**config.mk**
```make
export PLATFORM = sky130hd
export DESIGN_NAME = keypad_ctrl_top
export DESIGN_NICKNAME = d
export VERILOG_FILES = /design/src/hdl/axil_pkg.sv /design/src/hdl/keypad_pkg.sv /design/src/hdl/keypad_scan.sv /design/src/hdl/key_fifo.sv /design/src/hdl/keypad_axil_regs.sv /design/src/hdl/keypad_ctrl_top.sv
export VERILOG_INCLUDE_DIRS = /design/src /design/src/hdl
export SDC_FILE = /design/constraint.sdc
export NUM_CORES = 1
export LEC_CHECK = 0
export BUFFER_PORTS_ARGS = -buffer_cell sky130_fd_sc_hd__clkbuf_2
export CAP_MARGIN = 10
export CORE_ASPECT_RATIO = 1.1
export CORE_UTILIZATION = 57
export DETAILED_ROUTE_END_ITERATION = 12
export GPL_ROUTABILITY_DRIVEN = 0
export MAX_ROUTING_LAYER = met4
export PLACE_DENSITY = 0.83
export SLEW_MARGIN = 5
export SYNTH_ARGS = -nofsm -noshare
export SYNTH_HDL_FRONTEND = slang
export SYNTH_HIERARCHICAL = 1
export SYNTH_SLANG_ARGS = --single-unit
export TNS_END_PERCENT = 100
```
**constraint.sdc**
```tcl
create_clock -name clk -period 5.2 [get_ports clk]
set_input_delay 0.78 -clock clk [delete_from_list [all_inputs] [get_ports clk]]
set_output_delay 0.78 -clock clk [all_outputs]
set_load 0.01 [all_outputs]
```
**src/hdl/keypad_macros.svh**
```systemverilog
`ifndef KEYPAD_MACROS_SVH
`define KEYPAD_MACROS_SVH

// ********************
// keypad geometry
// ********************

// rows and columns of the matrix
`define KEYPAD_WIDTH 4

// debounce pause after a decoded press, in clocks
`define KEYPAD_PAUSE_CYCLES 16

// ********************
// FIFO and bus
// ********************

`define KEY_FIFO_DEPTH 8 // power of two, at most 8 with a 4-bit count

// byte address width of the register block
`define AXIL_ADDR_WIDTH 4

`endif

```
**src/hdl/axil_pkg.sv**
```systemverilog
package axil_pkg;

	// ********************
	// AXI4-Lite responses
	// ********************
	typedef enum logic [1:0] {
		OKAY   = 2'b00,
		SLVERR = 2'b10  // write to read-only or unmapped offset
	} axil_resp_t;

	// ********************
	// register map
	// ********************
	// byte offsets inside the 16-byte window
	typedef enum logic [3:0] {
		STATUS = 4'h0, // not-empty, sticky overflow, count
		KEY    = 4'h4, // pop on read
		CTRL   = 4'h8  // scan enable, irq enable, overflow clear
	} reg_offset_t;

	// CTRL bit positions
	localparam int CTRL_SCAN_EN = 0;
	localparam int CTRL_IRQ_EN  = 1;
	localparam int CTRL_OVF_CLR = 2;

	// valid flag in a KEY read
	localparam int KEY_VALID_BIT = 8;

endpackage

```
**src/hdl/keypad_pkg.sv**
```systemverilog
package keypad_pkg;

	// one hex key value per press
	typedef logic [3:0] key_code_t;

	// scanner FSM states
	typedef enum logic [1:0] {
		SCAN    = 2'd0, // looking for a press
		PAUSE   = 2'd1, // debounce wait after an event
		RELEASE = 2'd2  // waiting for the key to let go
	} scan_state_t;

	// ********************
	// key legend
	// ********************
	// rows top to bottom, columns left to right
	function automatic key_code_t key_legend(input logic [1:0] row, input logic [1:0] col);
		key_code_t code;
		case ({row, col})
			4'b00_00: code = 4'h1;
			4'b00_01: code = 4'h2;
			4'b00_10: code = 4'h3;
			4'b00_11: code = 4'hA;
			4'b01_00: code = 4'h4;
			4'b01_01: code = 4'h5;
			4'b01_10: code = 4'h6;
			4'b01_11: code = 4'hB;
			4'b10_00: code = 4'h7;
			4'b10_01: code = 4'h8;
			4'b10_10: code = 4'h9;
			4'b10_11: code = 4'hC;
			4'b11_00: code = 4'hE; // bottom row is E 0 F D
			4'b11_01: code = 4'h0;
			4'b11_10: code = 4'hF;
			4'b11_11: code = 4'hD;
			default:  code = 4'h0;
		endcase
		return code;
	endfunction

endpackage

```
**src/hdl/keypad_scan.sv**
```systemverilog
`timescale 1ns/10ps

`include "keypad_macros.svh"

module keypad_scan (
	input  logic                      clk,
	input  logic                      rst_n,
	input  logic                      scan_en,
	input  logic [`KEYPAD_WIDTH-1:0]  col_n,
	output logic [`KEYPAD_WIDTH-1:0]  row_n,
	output logic                      key_valid,
	output keypad_pkg::key_code_t     key
);
	import keypad_pkg::*;

	localparam int SEL_W   = $clog2(`KEYPAD_WIDTH);
	localparam int NLOW_W  = $clog2(`KEYPAD_WIDTH + 1);
	localparam int PAUSE_W = $clog2(`KEYPAD_PAUSE_CYCLES);

	localparam logic [PAUSE_W-1:0] PAUSE_LAST = PAUSE_W'(`KEYPAD_PAUSE_CYCLES - 1);
	localparam logic [SEL_W-1:0]   REL_LAST   = SEL_W'(`KEYPAD_WIDTH - 1);

	logic [SEL_W-1:0]   sel;       // active row index
	logic [SEL_W-1:0]   col_idx;   // last low column seen
	logic [NLOW_W-1:0]  n_low;     // number of low columns
	logic               hit;       // exactly one column low on the active row
	logic               detect;    // new press taken in SCAN
	scan_state_t        state_q;
	logic [PAUSE_W-1:0] pause_cnt;
	logic [SEL_W-1:0]   rel_cnt;   // clean cycles seen in RELEASE

	// ********************
	// row drive
	// ********************
	always_ff @(posedge clk or negedge rst_n)
	begin
		if (!rst_n)
			sel <= '0;
		else
			sel <= sel + 1'b1; // one row per clock
	end

	// only the selected row pulled low
	assign row_n = ~(`KEYPAD_WIDTH'(1) << sel);

	// ********************
	// column decode
	// ********************
	always_comb
	begin
		n_low = '0;
		col_idx = '0;
		for (int c = 0; c < `KEYPAD_WIDTH; c++)
		begin
			if (!col_n[c])
			begin
				n_low = n_low + 1'b1;
				col_idx = SEL_W'(c);
			end
		end
	end

	assign hit = (n_low == NLOW_W'(1)); // two keys at once count as nothing
	assign detect = scan_en && hit && (state_q == SCAN);

	// ********************
	// scan FSM
	// ********************
	always_ff @(posedge clk or negedge rst_n)
	begin
		if (!rst_n)
		begin
			state_q <= SCAN;
			pause_cnt <= '0;
			rel_cnt <= '0;
			key_valid <= 1'b0;
		end
		else
		begin
			key_valid <= detect; // one clock after decode
			if (!scan_en)
				state_q <= SCAN; // rows keep cycling, nothing reported
			else
			begin
				case (state_q)
					SCAN:
					begin
						if (hit)
						begin
							state_q <= PAUSE;
							pause_cnt <= '0;
						end
					end
					PAUSE:
					begin
						if (pause_cnt == PAUSE_LAST)
						begin
							state_q <= RELEASE;
							rel_cnt <= '0;
						end
						else
							pause_cnt <= pause_cnt + 1'b1;
					end
					RELEASE:
					begin
						if (hit)
							rel_cnt <= '0; // still held, start over
						else if (rel_cnt == REL_LAST)
							state_q <= SCAN; // a full row sweep with no key
						else
							rel_cnt <= rel_cnt + 1'b1;
					end
					default:
						state_q <= SCAN;
				endcase
			end
		end
	end

	// code is only looked at with key_valid
	always_ff @(posedge clk)
	begin
		if (detect)
			key <= key_legend(sel, col_idx);
	end

	// ********************
	// checks
	// ********************
	a_single_event: assert property (@(posedge clk) disable iff (!rst_n)
		key_valid |=> !key_valid);

	a_one_row: assert property (@(posedge clk) disable iff (!rst_n)
		$onehot(~row_n));

endmodule

```
**src/hdl/key_fifo.sv**
```systemverilog
`timescale 1ns/10ps

`include "keypad_macros.svh"

module key_fifo (
	input  logic                   clk,
	input  logic                   rst_n,
	input  logic                   push,
	input  keypad_pkg::key_code_t  push_key,
	input  logic                   pop,
	output keypad_pkg::key_code_t  rd_key,
	output logic                   empty,
	output logic [3:0]             count,
	output logic                   overflow
);
	import keypad_pkg::*;

	localparam int         AW    = $clog2(`KEY_FIFO_DEPTH);
	localparam logic [3:0] DEPTH = 4'(`KEY_FIFO_DEPTH);

	key_code_t       mem [`KEY_FIFO_DEPTH];
	logic [AW-1:0]   wr_ptr;
	logic [AW-1:0]   rd_ptr;
	logic            full;
	logic            do_push;
	logic            do_pop;

	assign full    = (count == DEPTH);
	assign empty   = (count == 4'd0);
	assign do_push = push && !full;
	assign do_pop  = pop && !empty; // pop on empty ignored

	assign rd_key = mem[rd_ptr]; // head, valid while not empty

	// ********************
	// pointers and count
	// ********************
	always_ff @(posedge clk or negedge rst_n)
	begin
		if (!rst_n)
		begin
			wr_ptr <= '0;
			rd_ptr <= '0;
			count <= '0;
			overflow <= 1'b0;
		end
		else
		begin
			overflow <= push && full; // code dropped this cycle
			if (do_push)
				wr_ptr <= wr_ptr + 1'b1; // wraps with power of two depth
			if (do_pop)
				rd_ptr <= rd_ptr + 1'b1;
			case ({do_push, do_pop})
				2'b10: count <= count + 1'b1;
				2'b01: count <= count - 1'b1;
				default: count <= count; // both or neither
			endcase
		end
	end

	// storage
	always_ff @(posedge clk)
	begin
		if (do_push)
			mem[wr_ptr] <= push_key;
	end

	a_count_bound: assert property (@(posedge clk) disable iff (!rst_n)
		count <= DEPTH);

endmodule

```
**src/hdl/keypad_axil_regs.sv**
```systemverilog
`timescale 1ns/10ps

`include "keypad_macros.svh"

module keypad_axil_regs (
	input  logic                         clk,
	input  logic                         rst_n,
	input  logic [`AXIL_ADDR_WIDTH-1:0]  awaddr,
	input  logic                         awvalid,
	output logic                         awready,
	input  logic [31:0]                  wdata,
	input  logic [3:0]                   wstrb,
	input  logic                         wvalid,
	output logic                         wready,
	output axil_pkg::axil_resp_t         bresp,
	output logic                         bvalid,
	input  logic                         bready,
	input  logic [`AXIL_ADDR_WIDTH-1:0]  araddr,
	input  logic                         arvalid,
	output logic                         arready,
	output logic [31:0]                  rdata,
	output axil_pkg::axil_resp_t         rresp,
	output logic                         rvalid,
	input  logic                         rready,
	input  logic                         fifo_empty,
	input  logic [3:0]                   fifo_count,
	input  keypad_pkg::key_code_t        fifo_key,
	input  logic                         fifo_overflow,
	output logic                         fifo_pop,
	output logic                         scan_en,
	output logic                         irq
);
	import axil_pkg::*;

	logic        wr_hs;      // write address and data taken
	logic        rd_hs;      // read address taken
	logic        wr_ctrl;    // accepted write hits CTRL
	logic        ovf_clr;
	logic        irq_en;
	logic        ovf_sticky;
	logic [31:0] rd_word;
	axil_resp_t  rd_resp;

	assign wr_hs   = awready && awvalid && wvalid;
	assign rd_hs   = arready && arvalid;
	assign wr_ctrl = wr_hs && (reg_offset_t'(awaddr) == CTRL);
	assign ovf_clr = wr_ctrl && wstrb[0] && wdata[CTRL_OVF_CLR];

	// pop in the accept cycle, never on empty
	assign fifo_pop = rd_hs && (reg_offset_t'(araddr) == KEY) && !fifo_empty;

	// ********************
	// handshakes
	// ********************
	always_ff @(posedge clk or negedge rst_n)
	begin
		if (!rst_n)
		begin
			awready <= 1'b0;
			wready <= 1'b0;
			bvalid <= 1'b0;
			arready <= 1'b0;
			rvalid <= 1'b0;
		end
		else
		begin
			// single-cycle ready, blocked while a response is out
			awready <= awvalid && wvalid && !awready && !bvalid;
			wready <= awvalid && wvalid && !awready && !bvalid;
			if (wr_hs)
				bvalid <= 1'b1;
			else if (bready)
				bvalid <= 1'b0;
			arready <= arvalid && !arready && !rvalid;
			if (rd_hs)
				rvalid <= 1'b1;
			else if (rready)
				rvalid <= 1'b0;
		end
	end

	// response payloads
	always_ff @(posedge clk)
	begin
		if (wr_hs)
			bresp <= wr_ctrl ? OKAY : SLVERR; // STATUS, KEY and holes are read only
		if (rd_hs)
		begin
			rdata <= rd_word;
			rresp <= rd_resp;
		end
	end

	// ********************
	// read mux
	// ********************
	always_comb
	begin
		rd_word = '0;
		rd_resp = OKAY;
		case (reg_offset_t'(araddr))
			STATUS:
				rd_word = {24'd0, fifo_count, 2'd0, ovf_sticky, ~fifo_empty};
			KEY:
			begin
				if (!fifo_empty)
					rd_word = {23'd0, 1'b1, 4'd0, fifo_key}; // bit 8 valid
			end
			CTRL:
				rd_word = {30'd0, irq_en, scan_en};
			default:
				rd_resp = SLVERR;
		endcase
	end

	// ********************
	// control state
	// ********************
	always_ff @(posedge clk or negedge rst_n)
	begin
		if (!rst_n)
		begin
			scan_en <= 1'b0;
			irq_en <= 1'b0;
			ovf_sticky <= 1'b0;
			irq <= 1'b0;
		end
		else
		begin
			if (wr_ctrl && wstrb[0])
			begin
				scan_en <= wdata[CTRL_SCAN_EN];
				irq_en <= wdata[CTRL_IRQ_EN];
			end
			if (ovf_clr)
				ovf_sticky <= 1'b0;
			if (fifo_overflow)
				ovf_sticky <= 1'b1; // a fresh drop beats the clear
			irq <= irq_en && !fifo_empty;
		end
	end

	a_bvalid_hold: assert property (@(posedge clk) disable iff (!rst_n)
		bvalid && !bready |=> bvalid);

	a_rdata_hold: assert property (@(posedge clk) disable iff (!rst_n)
		rvalid && !rready |=> $stable(rdata));

endmodule

```
**src/hdl/keypad_ctrl_top.sv**
```systemverilog
`timescale 1ns/10ps

`include "keypad_macros.svh"

module keypad_ctrl_top (
	input  logic                         clk,
	input  logic                         rst_n,
	output logic [`KEYPAD_WIDTH-1:0]     row_n,
	input  logic [`KEYPAD_WIDTH-1:0]     col_n,
	input  logic [`AXIL_ADDR_WIDTH-1:0]  awaddr,
	input  logic                         awvalid,
	output logic                         awready,
	input  logic [31:0]                  wdata,
	input  logic [3:0]                   wstrb,
	input  logic                         wvalid,
	output logic                         wready,
	output axil_pkg::axil_resp_t         bresp,
	output logic                         bvalid,
	input  logic                         bready,
	input  logic [`AXIL_ADDR_WIDTH-1:0]  araddr,
	input  logic                         arvalid,
	output logic                         arready,
	output logic [31:0]                  rdata,
	output axil_pkg::axil_resp_t         rresp,
	output logic                         rvalid,
	input  logic                         rready,
	output logic                         irq
);
	import keypad_pkg::*;

	logic       key_valid;
	key_code_t  key;
	logic       scan_en;
	// FIFO to register block
	logic       fifo_pop;
	key_code_t  rd_key;
	logic [3:0] fifo_count;
	logic       fifo_empty;
	logic       fifo_overflow;

	keypad_scan i_scan (.clk(clk), .rst_n(rst_n), .scan_en(scan_en), .col_n(col_n),
		.row_n(row_n), .key_valid(key_valid), .key(key));

	key_fifo i_fifo (.clk(clk), .rst_n(rst_n), .push(key_valid), .push_key(key),
		.pop(fifo_pop), .rd_key(rd_key), .empty(fifo_empty), .count(fifo_count),
		.overflow(fifo_overflow));

	keypad_axil_regs i_regs (.clk(clk), .rst_n(rst_n),
		.awaddr(awaddr), .awvalid(awvalid), .awready(awready),
		.wdata(wdata), .wstrb(wstrb), .wvalid(wvalid), .wready(wready),
		.bresp(bresp), .bvalid(bvalid), .bready(bready),
		.araddr(araddr), .arvalid(arvalid), .arready(arready),
		.rdata(rdata), .rresp(rresp), .rvalid(rvalid), .rready(rready),
		.fifo_empty(fifo_empty), .fifo_count(fifo_count), .fifo_key(rd_key),
		.fifo_overflow(fifo_overflow), .fifo_pop(fifo_pop),
		.scan_en(scan_en), .irq(irq));

endmodule

```
# Yosys cells after proc, flatten, opt, wreduce, memory -nomap -nowiden
# Memory sizes are Yosys's and may differ from the RTL's. A register that Yosys moved wholly into a read port is not among the register bits.
# Index checks and enable logic that the tools add are counted.
# Widths: inputs -> output; s select.
[classes] magnitude_cmp=0 div=0 shift=1 n_eq_ne=19 bitwise_logic=2 n_reduce_logical=38 mul=0 add_sub_neg=10 mux=33
[ops] op="$pmux 32 s3" count=1
[ops] op="$mux 2" count=12
[ops] op="$logic_and 1x1->1" count=19
[ops] op="$eq 4x4->1 const B" count=4
[ops] op="$pmux 4 s2" count=2
[ops] op="$add 3x1->3 const B" count=4
[ops] op="$ne 3x3->1 const B" count=4
[ops] op="$reduce_and 4->1" count=3
[ops] op="$reduce_bool 2->1" count=6
[ops] op="$mux 1" count=10
[ops] op="$mux 3" count=3
[ops] op="$mux 9" count=1
[ops] op="$add 4x1->4 const B" count=2
[ops] op="$logic_not 4->1" count=2
[ops] op="$mux 4" count=2
[ops] op="$eq 2x2->1 const B" count=3
[ops] op="$logic_not 1->1" count=6
[ops] op="$pmux 2 s3" count=1
[ops] op="$add 2x1->2 const B" count=2
[ops] op="$eq 2x1->1 const B" count=2
[ops] op="$eq 4x3->1 const B" count=1
[ops] op="$ne 2x1->1 const B" count=2
[ops] op="$not 4->4" count=1
[ops] op="$pmux 2 s2" count=1
[ops] op="9 further kinds" count=9
[totals] ram_bits=32 out_inout_bits=46 memories=2 latchBits=0 mem_bits_ro=64 regBits=66
[mem_list] memory="(name not given)" depth=16 word_bits=4 rd=1 rd_clocked_by_memory_dff=1 write_ports=0 line_no="keypad_pkg.sv:19" text="case ({row, col})"
[mem_list] memory="i_fifo.mem" depth=8 word_bits=4 rd=1 rd_clocked_by_memory_dff=0 write_ports=1 line_no="key_fifo.sv:21" text="key_code_t mem [`KEY_FIFO_DEPTH];"

# Depth between registers and ports, before layout
[logic_depth] word_depth=11 depth_mapped=11

# Modules after synthesis
# Netlist, hierarchy kept.
[by_module_without_submodules] mod="key_fifo" area_per_inst_um2=1888.1 n_inst=1 cells_per_inst=115
[by_module_without_submodules] mod="keypad_scan" area_per_inst_um2=1093.5 n_inst=1 cells_per_inst=114
[by_module_without_submodules] mod="keypad_axil_regs" area_per_inst_um2=992.2 n_inst=1 cells_per_inst=81

# Worst setup path after synthesis
# OpenSTA, ideal clock, no wires.
[synth_timing] path_kind="input -> register" startpoint="input col_n[0]" endpoint="register i_scan.key[0] (enable)" required_time_ps=4848 cell_stages=7 slack_ps=2216 arrival_time_ps=2632 n_path_buf=0 setup_time_ps=352 path_cell_list="inv_1 -> ha_1 -> xnor2_1 -> ha_1 -> or2_2 -> o211a_4 -> nor4_4"
[synth_via] elab_chain_cells=10
[synth_rtl] element="start: declaration" line_no="keypad_ctrl_top.sv:9" text="input logic [`KEYPAD_WIDTH-1:0] col_n,"
[synth_rtl] element="$mux 1 *" line_no="keypad_scan.sv:55" text="if (!col_n[c])"
[synth_rtl] element="$add 1x1->2" line_no="keypad_scan.sv:57" text="n_low = n_low + 1'b1;"
[synth_rtl] element="$mux 3 *" line_no="keypad_scan.sv:55"
[synth_rtl] element="$add 3x1->3" line_no="keypad_scan.sv:57"
[synth_rtl] element="$mux 3 *" line_no="keypad_scan.sv:55"
[synth_rtl] element="$add 3x1->3" line_no="keypad_scan.sv:57"
[synth_rtl] element="$mux 3 *" line_no="keypad_scan.sv:55"
[synth_rtl] element="$eq 3x1->1 *" line_no="keypad_scan.sv:63" text="assign hit = (n_low == NLOW_W'(1));"
[synth_rtl] element="$logic_and 1x1->1 * (2 in a row)" line_no="keypad_scan.sv:64" text="assign detect = scan_en && hit && (state_q == SCAN);"
[synth_rtl] element="via i_scan.detect" line_no="keypad_scan.sv:27" text="logic detect;"
[synth_rtl] element="end: declaration" line_no="keypad_scan.sv:12" text="output keypad_pkg::key_code_t key"
# The timed path passes the listed nets; every way through them passes the cells marked *.
# A chain may end at the register's enable or synchronous reset.

# Worst setup path after layout
[layout_timing] startpoint="register i_fifo.count[2]" endpoint="register i_fifo.count[3]"
[layout_via] elab_chain_cells=6 word_cells_on_any_way=13
[layout_rtl] element="start: declaration" line_no="key_fifo.sv:13" text="output logic [3:0] count,"
[layout_rtl] element="start signal: assignment" line_no="key_fifo.sv:55" text="2'b10: count <= count + 1'b1;"
[layout_rtl] element="start signal: assignment" line_no="key_fifo.sv:56" text="2'b01: count <= count - 1'b1;"
[layout_rtl] element="start signal: assignment" line_no="key_fifo.sv:57" text="default: count <= count;"
[layout_rtl] element="$logic_not 4->1 *" line_no="key_fifo.sv:29" text="assign empty = (count == 4'd0);"
[layout_rtl] element="via fifo_empty" line_no="keypad_ctrl_top.sv:38" text="logic fifo_empty;"
[layout_rtl] element="$logic_not 1->1 *" line_no="keypad_axil_regs.sv:50" text="assign fifo_pop = rd_hs && (reg_offset_t'(araddr) == KEY) && !fifo_empty;"
[layout_rtl] element="$logic_and 1x1->1 *" line_no="keypad_axil_regs.sv:50"
[layout_rtl] element="via fifo_pop" line_no="keypad_ctrl_top.sv:35" text="logic fifo_pop;"
[layout_rtl] element="$logic_and 1x1->1 *" line_no="key_fifo.sv:31" text="assign do_pop = pop && !empty;"
[layout_rtl] element="via i_fifo.do_pop" line_no="key_fifo.sv:26" text="logic do_pop;"
[layout_rtl] element="$eq 2x1->1 or $eq 2x2->1 (tied branches)" line_no="key_fifo.sv:54" text="case ({do_push, do_pop})"
[layout_rtl] element="$pmux 4 s2 or $reduce_bool 2->1 (tied branches)"
# Marks and branches as above.

==> results.sh <==
export IMPL_drive_gt1_frac=0.233
export IMPL_cts_hold_buf=0
export IMPL_finalWirelength_mm=6.67
export IMPL_detailedRoute_firstIterationViolations=106
export IMPL_reg2reg_setup_slack_ns=2.00
export IMPL_synth_yosys_seq_area_share=0.544
export IMPL_post_drt_via_cell_ratio=5.50
export IMPL_rsz0062_at_grt="no"
export IMPL_tritoncts="yes"
export IMPL_power_ir_vdd_worst_mv=0.161
export IMPL_cts_sinks=77
export IMPL_io_buffers=43
export IMPL_post_synth_num_cell_types=55
export IMPL_finClkSkew_ns=0.00815
export IMPL_reg2reg_to="i_fifo/count[3]$_DFFE_PN0P_"
export IMPL_worstHoldStart="i_fifo/overflow$_DFF_PN0_"
export IMPL_hold_violation_total_from_the_final_report=0
export IMPL_antenna_violating_nets_post_route=0
export IMPL_largest_net_degree_at_the_start_of_global_routing=31
export IMPL_finalCritPeriodShare=0.616
export IMPL_placementRows=31
export IMPL_clockBufferDepth=2
export IMPL_worstPathRequired_ns=5.42
export IMPL_power_per_cell_area_nw_per_um2=309
export IMPL_cap_viol_max_count=0
export IMPL_num_antenna_cells=0
export IMPL_synth_ff_latch_count=77
export IMPL_fin_crit_ns=3.20
export IMPL_synth_warning_count=6
export IMPL_cts_buffers=9
export IMPL_maximum_level_of_the_cts_h_tree=3
export IMPL_r2r_start="i_fifo/count[2]$_DFFE_PN0P_"
export IMPL_postCtsResizedCells=0
export IMPL_die_area_sq_um=7310
export IMPL_core_occupancy_in_the_finished_layout=0.649
export IMPL_hold_path_end="i_regs/ovf_sticky$_DFFE_PN0P_"
export IMPL_dpl_worst_slack_ns=1.88
export IMPL_die_w_um=81.6
export IMPL_critical_path_arrival_ns=3.42
export IMPL_fmaxAchievable_mhz=312
export IMPL_total_of_endpoints_with_negative_setup_slack_in_the_final_report=0
export IMPL_antenna_found_initial=0
export IMPL_clockRootBuffer="sky130_fd_sc_hd__clkbuf_8"
export IMPL_core_area_sq_um=6670
export IMPL_syn_to_final_growth_pct=8.88
export IMPL_final_worst_path_setup_slack_ns=2.00
export IMPL_hpwl_mm=4.90
export IMPL_multiInputGateArea_sq_um=1600
export IMPL_io_pins=101
export IMPL_post_synth_inst_count=310
export IMPL_path_clk_slew_ns=0.08
export IMPL_timing_reg2reg_worst_path_depth=11
export IMPL_yosys_most_used_dff="sky130_fd_sc_hd__edfxtp_1"
export IMPL_final_setup_tns_ns=0
export IMPL_chipHeight_um=89.6
export IMPL_drc=0
export IMPL_worst_slew_margin_rel=0.467
export IMPL_global_route_wire_length_before_repair_mm=10.6
export IMPL_worst_slew_pin_transition_ns=0.799
export IMPL_grt_pass1_vias=2311
export IMPL_cts_post_setup_buffers_inserted=0
export IMPL_clk_latency_ns=0.34
export IMPL_initial_core_util=0.596
export IMPL_global_route_usage_total=0.207
export IMPL_path_class="reg -> reg"
export IMPL_seqCellArea_sq_um=2160
export IMPL_routedWlPerCell_um=15.1
export IMPL_detailroute_via_count=2430
export IMPL_critical_path_peak_fanout=9
export IMPL_post_synth_edffs=47
export IMPL_power_leakage_nw=1.81
export IMPL_synthesis_area_per_instance_sq_um=12.8
export IMPL_worstSetupEndpointType="flop"
export IMPL_fill_cells=528
export IMPL_outcome="completed"
export IMPL_synth_async_reset_ratio=0.390
export IMPL_synthesis_area_sq_um=3970
export IMPL_cp_start_kind="flop"
export IMPL_timing_hold_worst_class="reg -> reg"
export IMPL_drt_pass1_iter_count=4
export IMPL_final_net_count=430
export IMPL_globalRoute_totalOverflow=0
export IMPL_timing_hold_worst_path_depth=1
export IMPL_finalMaxSlewViolations=0
-- sequential cells by signal (all words and copies together), names as in the netlist --
name / cells
i_scan/state_q: 2
i_regs/ovf_sticky: 1
i_scan/pause_cnt: 4
i_scan/key_valid: 1
i_fifo/mem: 32
i_regs/arready: 1
i_fifo/rd_ptr: 3
i_regs/rresp: 1
i_scan/sel: 2
i_regs/irq: 1
i_fifo/overflow: 1
i_regs/rdata: 9
i_regs/rvalid: 1
i_fifo/count: 4
i_scan/rel_cnt: 2
i_regs/scan_en: 1
i_regs/irq_en: 1
i_regs/bvalid: 1
i_fifo/wr_ptr: 3
i_regs/wready: 1
i_scan/key: 4
i_regs/bresp: 1
-- critical path: stages (launching register included) --
cell and delay (ns):
sky130_fd_sc_hd__dfrtp_1 0.47, sky130_fd_sc_hd__nor4_1 0.51, sky130_fd_sc_hd__nand2b_1 0.23, sky130_fd_sc_hd__nor4_4 0.07, sky130_fd_sc_hd__and2_1 0.17, sky130_fd_sc_hd__o41ai_2 0.09
sky130_fd_sc_hd__inv_2 0.10, sky130_fd_sc_hd__ha_1 0.31, sky130_fd_sc_hd__ha_1 0.38, sky130_fd_sc_hd__or4b_1 0.51, sky130_fd_sc_hd__o311ai_0 0.11, sky130_fd_sc_hd__o211ai_1 0.13
-- through the flow --
step                power [mW]  instances  area, sq um  hold slack [ns]
finish                    1.34        442         4330            0.432
global route              1.41        442         4330            0.468
CTS                       1.35        442         4330            0.444
detailed placement       0.959        426         4150            0.420
global placement         0.944        426         4150            0.407
floorplan                0.913        334         4060            0.404
-- final cells by class --
cell class | count | area share
Tap cell | 82 | 0.0237
Timing Repair Buffer | 43 | 0.0497
Inverter | 20 | 0.0174
Sequential cell | 77 | 0.500
Clock buffer | 9 | 0.0286
Multi-Input combinational cell | 204 | 0.369
Clock inverter | 7 | 0.0119
-- cells by family (layout without fill, tap and decap cells) --
kind of cell | after synthesis | after routing | synth area share
and+or+nand+nor | 90 | 90 | 0.137
DFF | 77 | 77 | 0.544
buffers and inverters | 53 | 79 | 0.0768
AOI/OAI and AO/OA | 38 | 38 | 0.0708
muxes | 22 | 22 | 0.0834
adders and majority gates | 20 | 20 | 0.0649
xor gates and xnor gates | 9 | 9 | 0.0217
other | 1 | 25 | 0.000944
-- synth_stat cells, types with 2 or more instances --
cell / n / area share
sky130_fd_sc_hd__o2bb2ai_1: 2 / 0.0044
sky130_fd_sc_hd__o2111ai_1: 2 / 0.0044
sky130_fd_sc_hd__a21oi_1: 9 / 0.011
sky130_fd_sc_hd__nor4_4: 2 / 0.011
sky130_fd_sc_hd__nand3_1: 11 / 0.014
sky130_fd_sc_hd__nor3b_1: 4 / 0.0076
sky130_fd_sc_hd__mux2i_1: 5 / 0.013
sky130_fd_sc_hd__inv_1: 19 / 0.018
sky130_fd_sc_hd__mux2_1: 4 / 0.011
sky130_fd_sc_hd__buf_4: 28 / 0.053
sky130_fd_sc_hd__nand3b_1: 3 / 0.0057
sky130_fd_sc_hd__a21o_1: 4 / 0.0076
sky130_fd_sc_hd__xnor2_1: 7 / 0.015
sky130_fd_sc_hd__mux2_2: 5 / 0.014
sky130_fd_sc_hd__a211oi_1: 2 / 0.0038
sky130_fd_sc_hd__ha_1: 19 / 0.060
sky130_fd_sc_hd__mux4_2: 8 / 0.045
sky130_fd_sc_hd__nor2b_1: 2 / 0.0031
sky130_fd_sc_hd__o21ai_0: 6 / 0.0076
sky130_fd_sc_hd__dfrtp_1: 30 / 0.19
sky130_fd_sc_hd__nand2_1: 16 / 0.015
sky130_fd_sc_hd__o211ai_1: 4 / 0.0076
sky130_fd_sc_hd__edfxtp_1: 47 / 0.36
sky130_fd_sc_hd__nand4_1: 2 / 0.0031
sky130_fd_sc_hd__and3_1: 3 / 0.0047
sky130_fd_sc_hd__nor3_1: 7 / 0.0088
sky130_fd_sc_hd__and2_1: 8 / 0.013
sky130_fd_sc_hd__nand2b_1: 5 / 0.0079
sky130_fd_sc_hd__o221ai_1: 2 / 0.0044
sky130_fd_sc_hd__clkbuf_1: 4 / 0.0038
sky130_fd_sc_hd__nor2_1: 16 / 0.015
-- worst max-delay path by stage --
stage	cells past startpoint	from	slack, ns	endpoint
floorplan	7	col_n[0]	2.22	i_scan/key[0]$_DFFE_PP_
global placement	10	araddr[3]	1.95	i_fifo/count[3]$_DFFE_PN0P_
detailed placement	10	araddr[3]	1.88	i_fifo/count[3]$_DFFE_PN0P_
CTS	11	i_fifo/count[2]$_DFFE_PN0P_	2.00	i_fifo/count[3]$_DFFE_PN0P_
global route	11	i_fifo/count[2]$_DFFE_PN0P_	1.74	i_fifo/count[3]$_DFFE_PN0P_
finish	11	i_fifo/count[2]$_DFFE_PN0P_	2.00	i_fifo/count[3]$_DFFE_PN0P_
-- metal layers --
layer | wire length, um | part of all wire | vias to the layer above | GRT usage
met5 | 0 | 0 | - | -
met4 | 82 | 0.012 | 0 | 0.0829
met3 | 192 | 0.029 | 7 | 0.0394
met2 | 3680 | 0.55 | 49 | 0.364
met1 | 2720 | 0.41 | 1204 | 0.231
li1 | - | - | 1170 | -
-- layout by cell type (no fill, tap or decap), types with 4 or more instances in the layout --
cell type | netlist | routed
sky130_fd_sc_hd__ha_1 | 19 | 19
sky130_fd_sc_hd__xnor2_1 | 7 | 7
sky130_fd_sc_hd__o21ai_0 | 6 | 6
sky130_fd_sc_hd__o211ai_1 | 4 | 4
sky130_fd_sc_hd__nand3_1 | 11 | 11
sky130_fd_sc_hd__nor3b_1 | 4 | 4
sky130_fd_sc_hd__nor2_1 | 16 | 16
sky130_fd_sc_hd__mux4_2 | 8 | 8
sky130_fd_sc_hd__and2_1 | 8 | 8
sky130_fd_sc_hd__edfxtp_1 | 47 | 47
sky130_fd_sc_hd__mux2_1 | 4 | 4
sky130_fd_sc_hd__a21o_1 | 4 | 4
sky130_fd_sc_hd__mux2i_1 | 5 | 5
sky130_fd_sc_hd__a21oi_1 | 9 | 9
sky130_fd_sc_hd__nand2_1 | 16 | 16
sky130_fd_sc_hd__nand2b_1 | 5 | 5
sky130_fd_sc_hd__dfrtp_1 | 30 | 30
sky130_fd_sc_hd__clkbuf_8 | 0 | 9
sky130_fd_sc_hd__nor3_1 | 7 | 7
sky130_fd_sc_hd__inv_1 | 19 | 19
sky130_fd_sc_hd__mux2_2 | 5 | 5
sky130_fd_sc_hd__conb_1 | 1 | 25
sky130_fd_sc_hd__clkbuf_2 | 1 | 43
-- report_power, final --
group / total (mW) / leakage, nW / switching, mW / internal [mW]
sequential: 0.737 / 0.808 / 0.0615 / 0.675
clock: 0.397 / 0.0856 / 0.223 / 0.174
combinational: 0.205 / 0.918 / 0.0969 / 0.108
No activity file was read; power rests on OpenSTA's default activity.
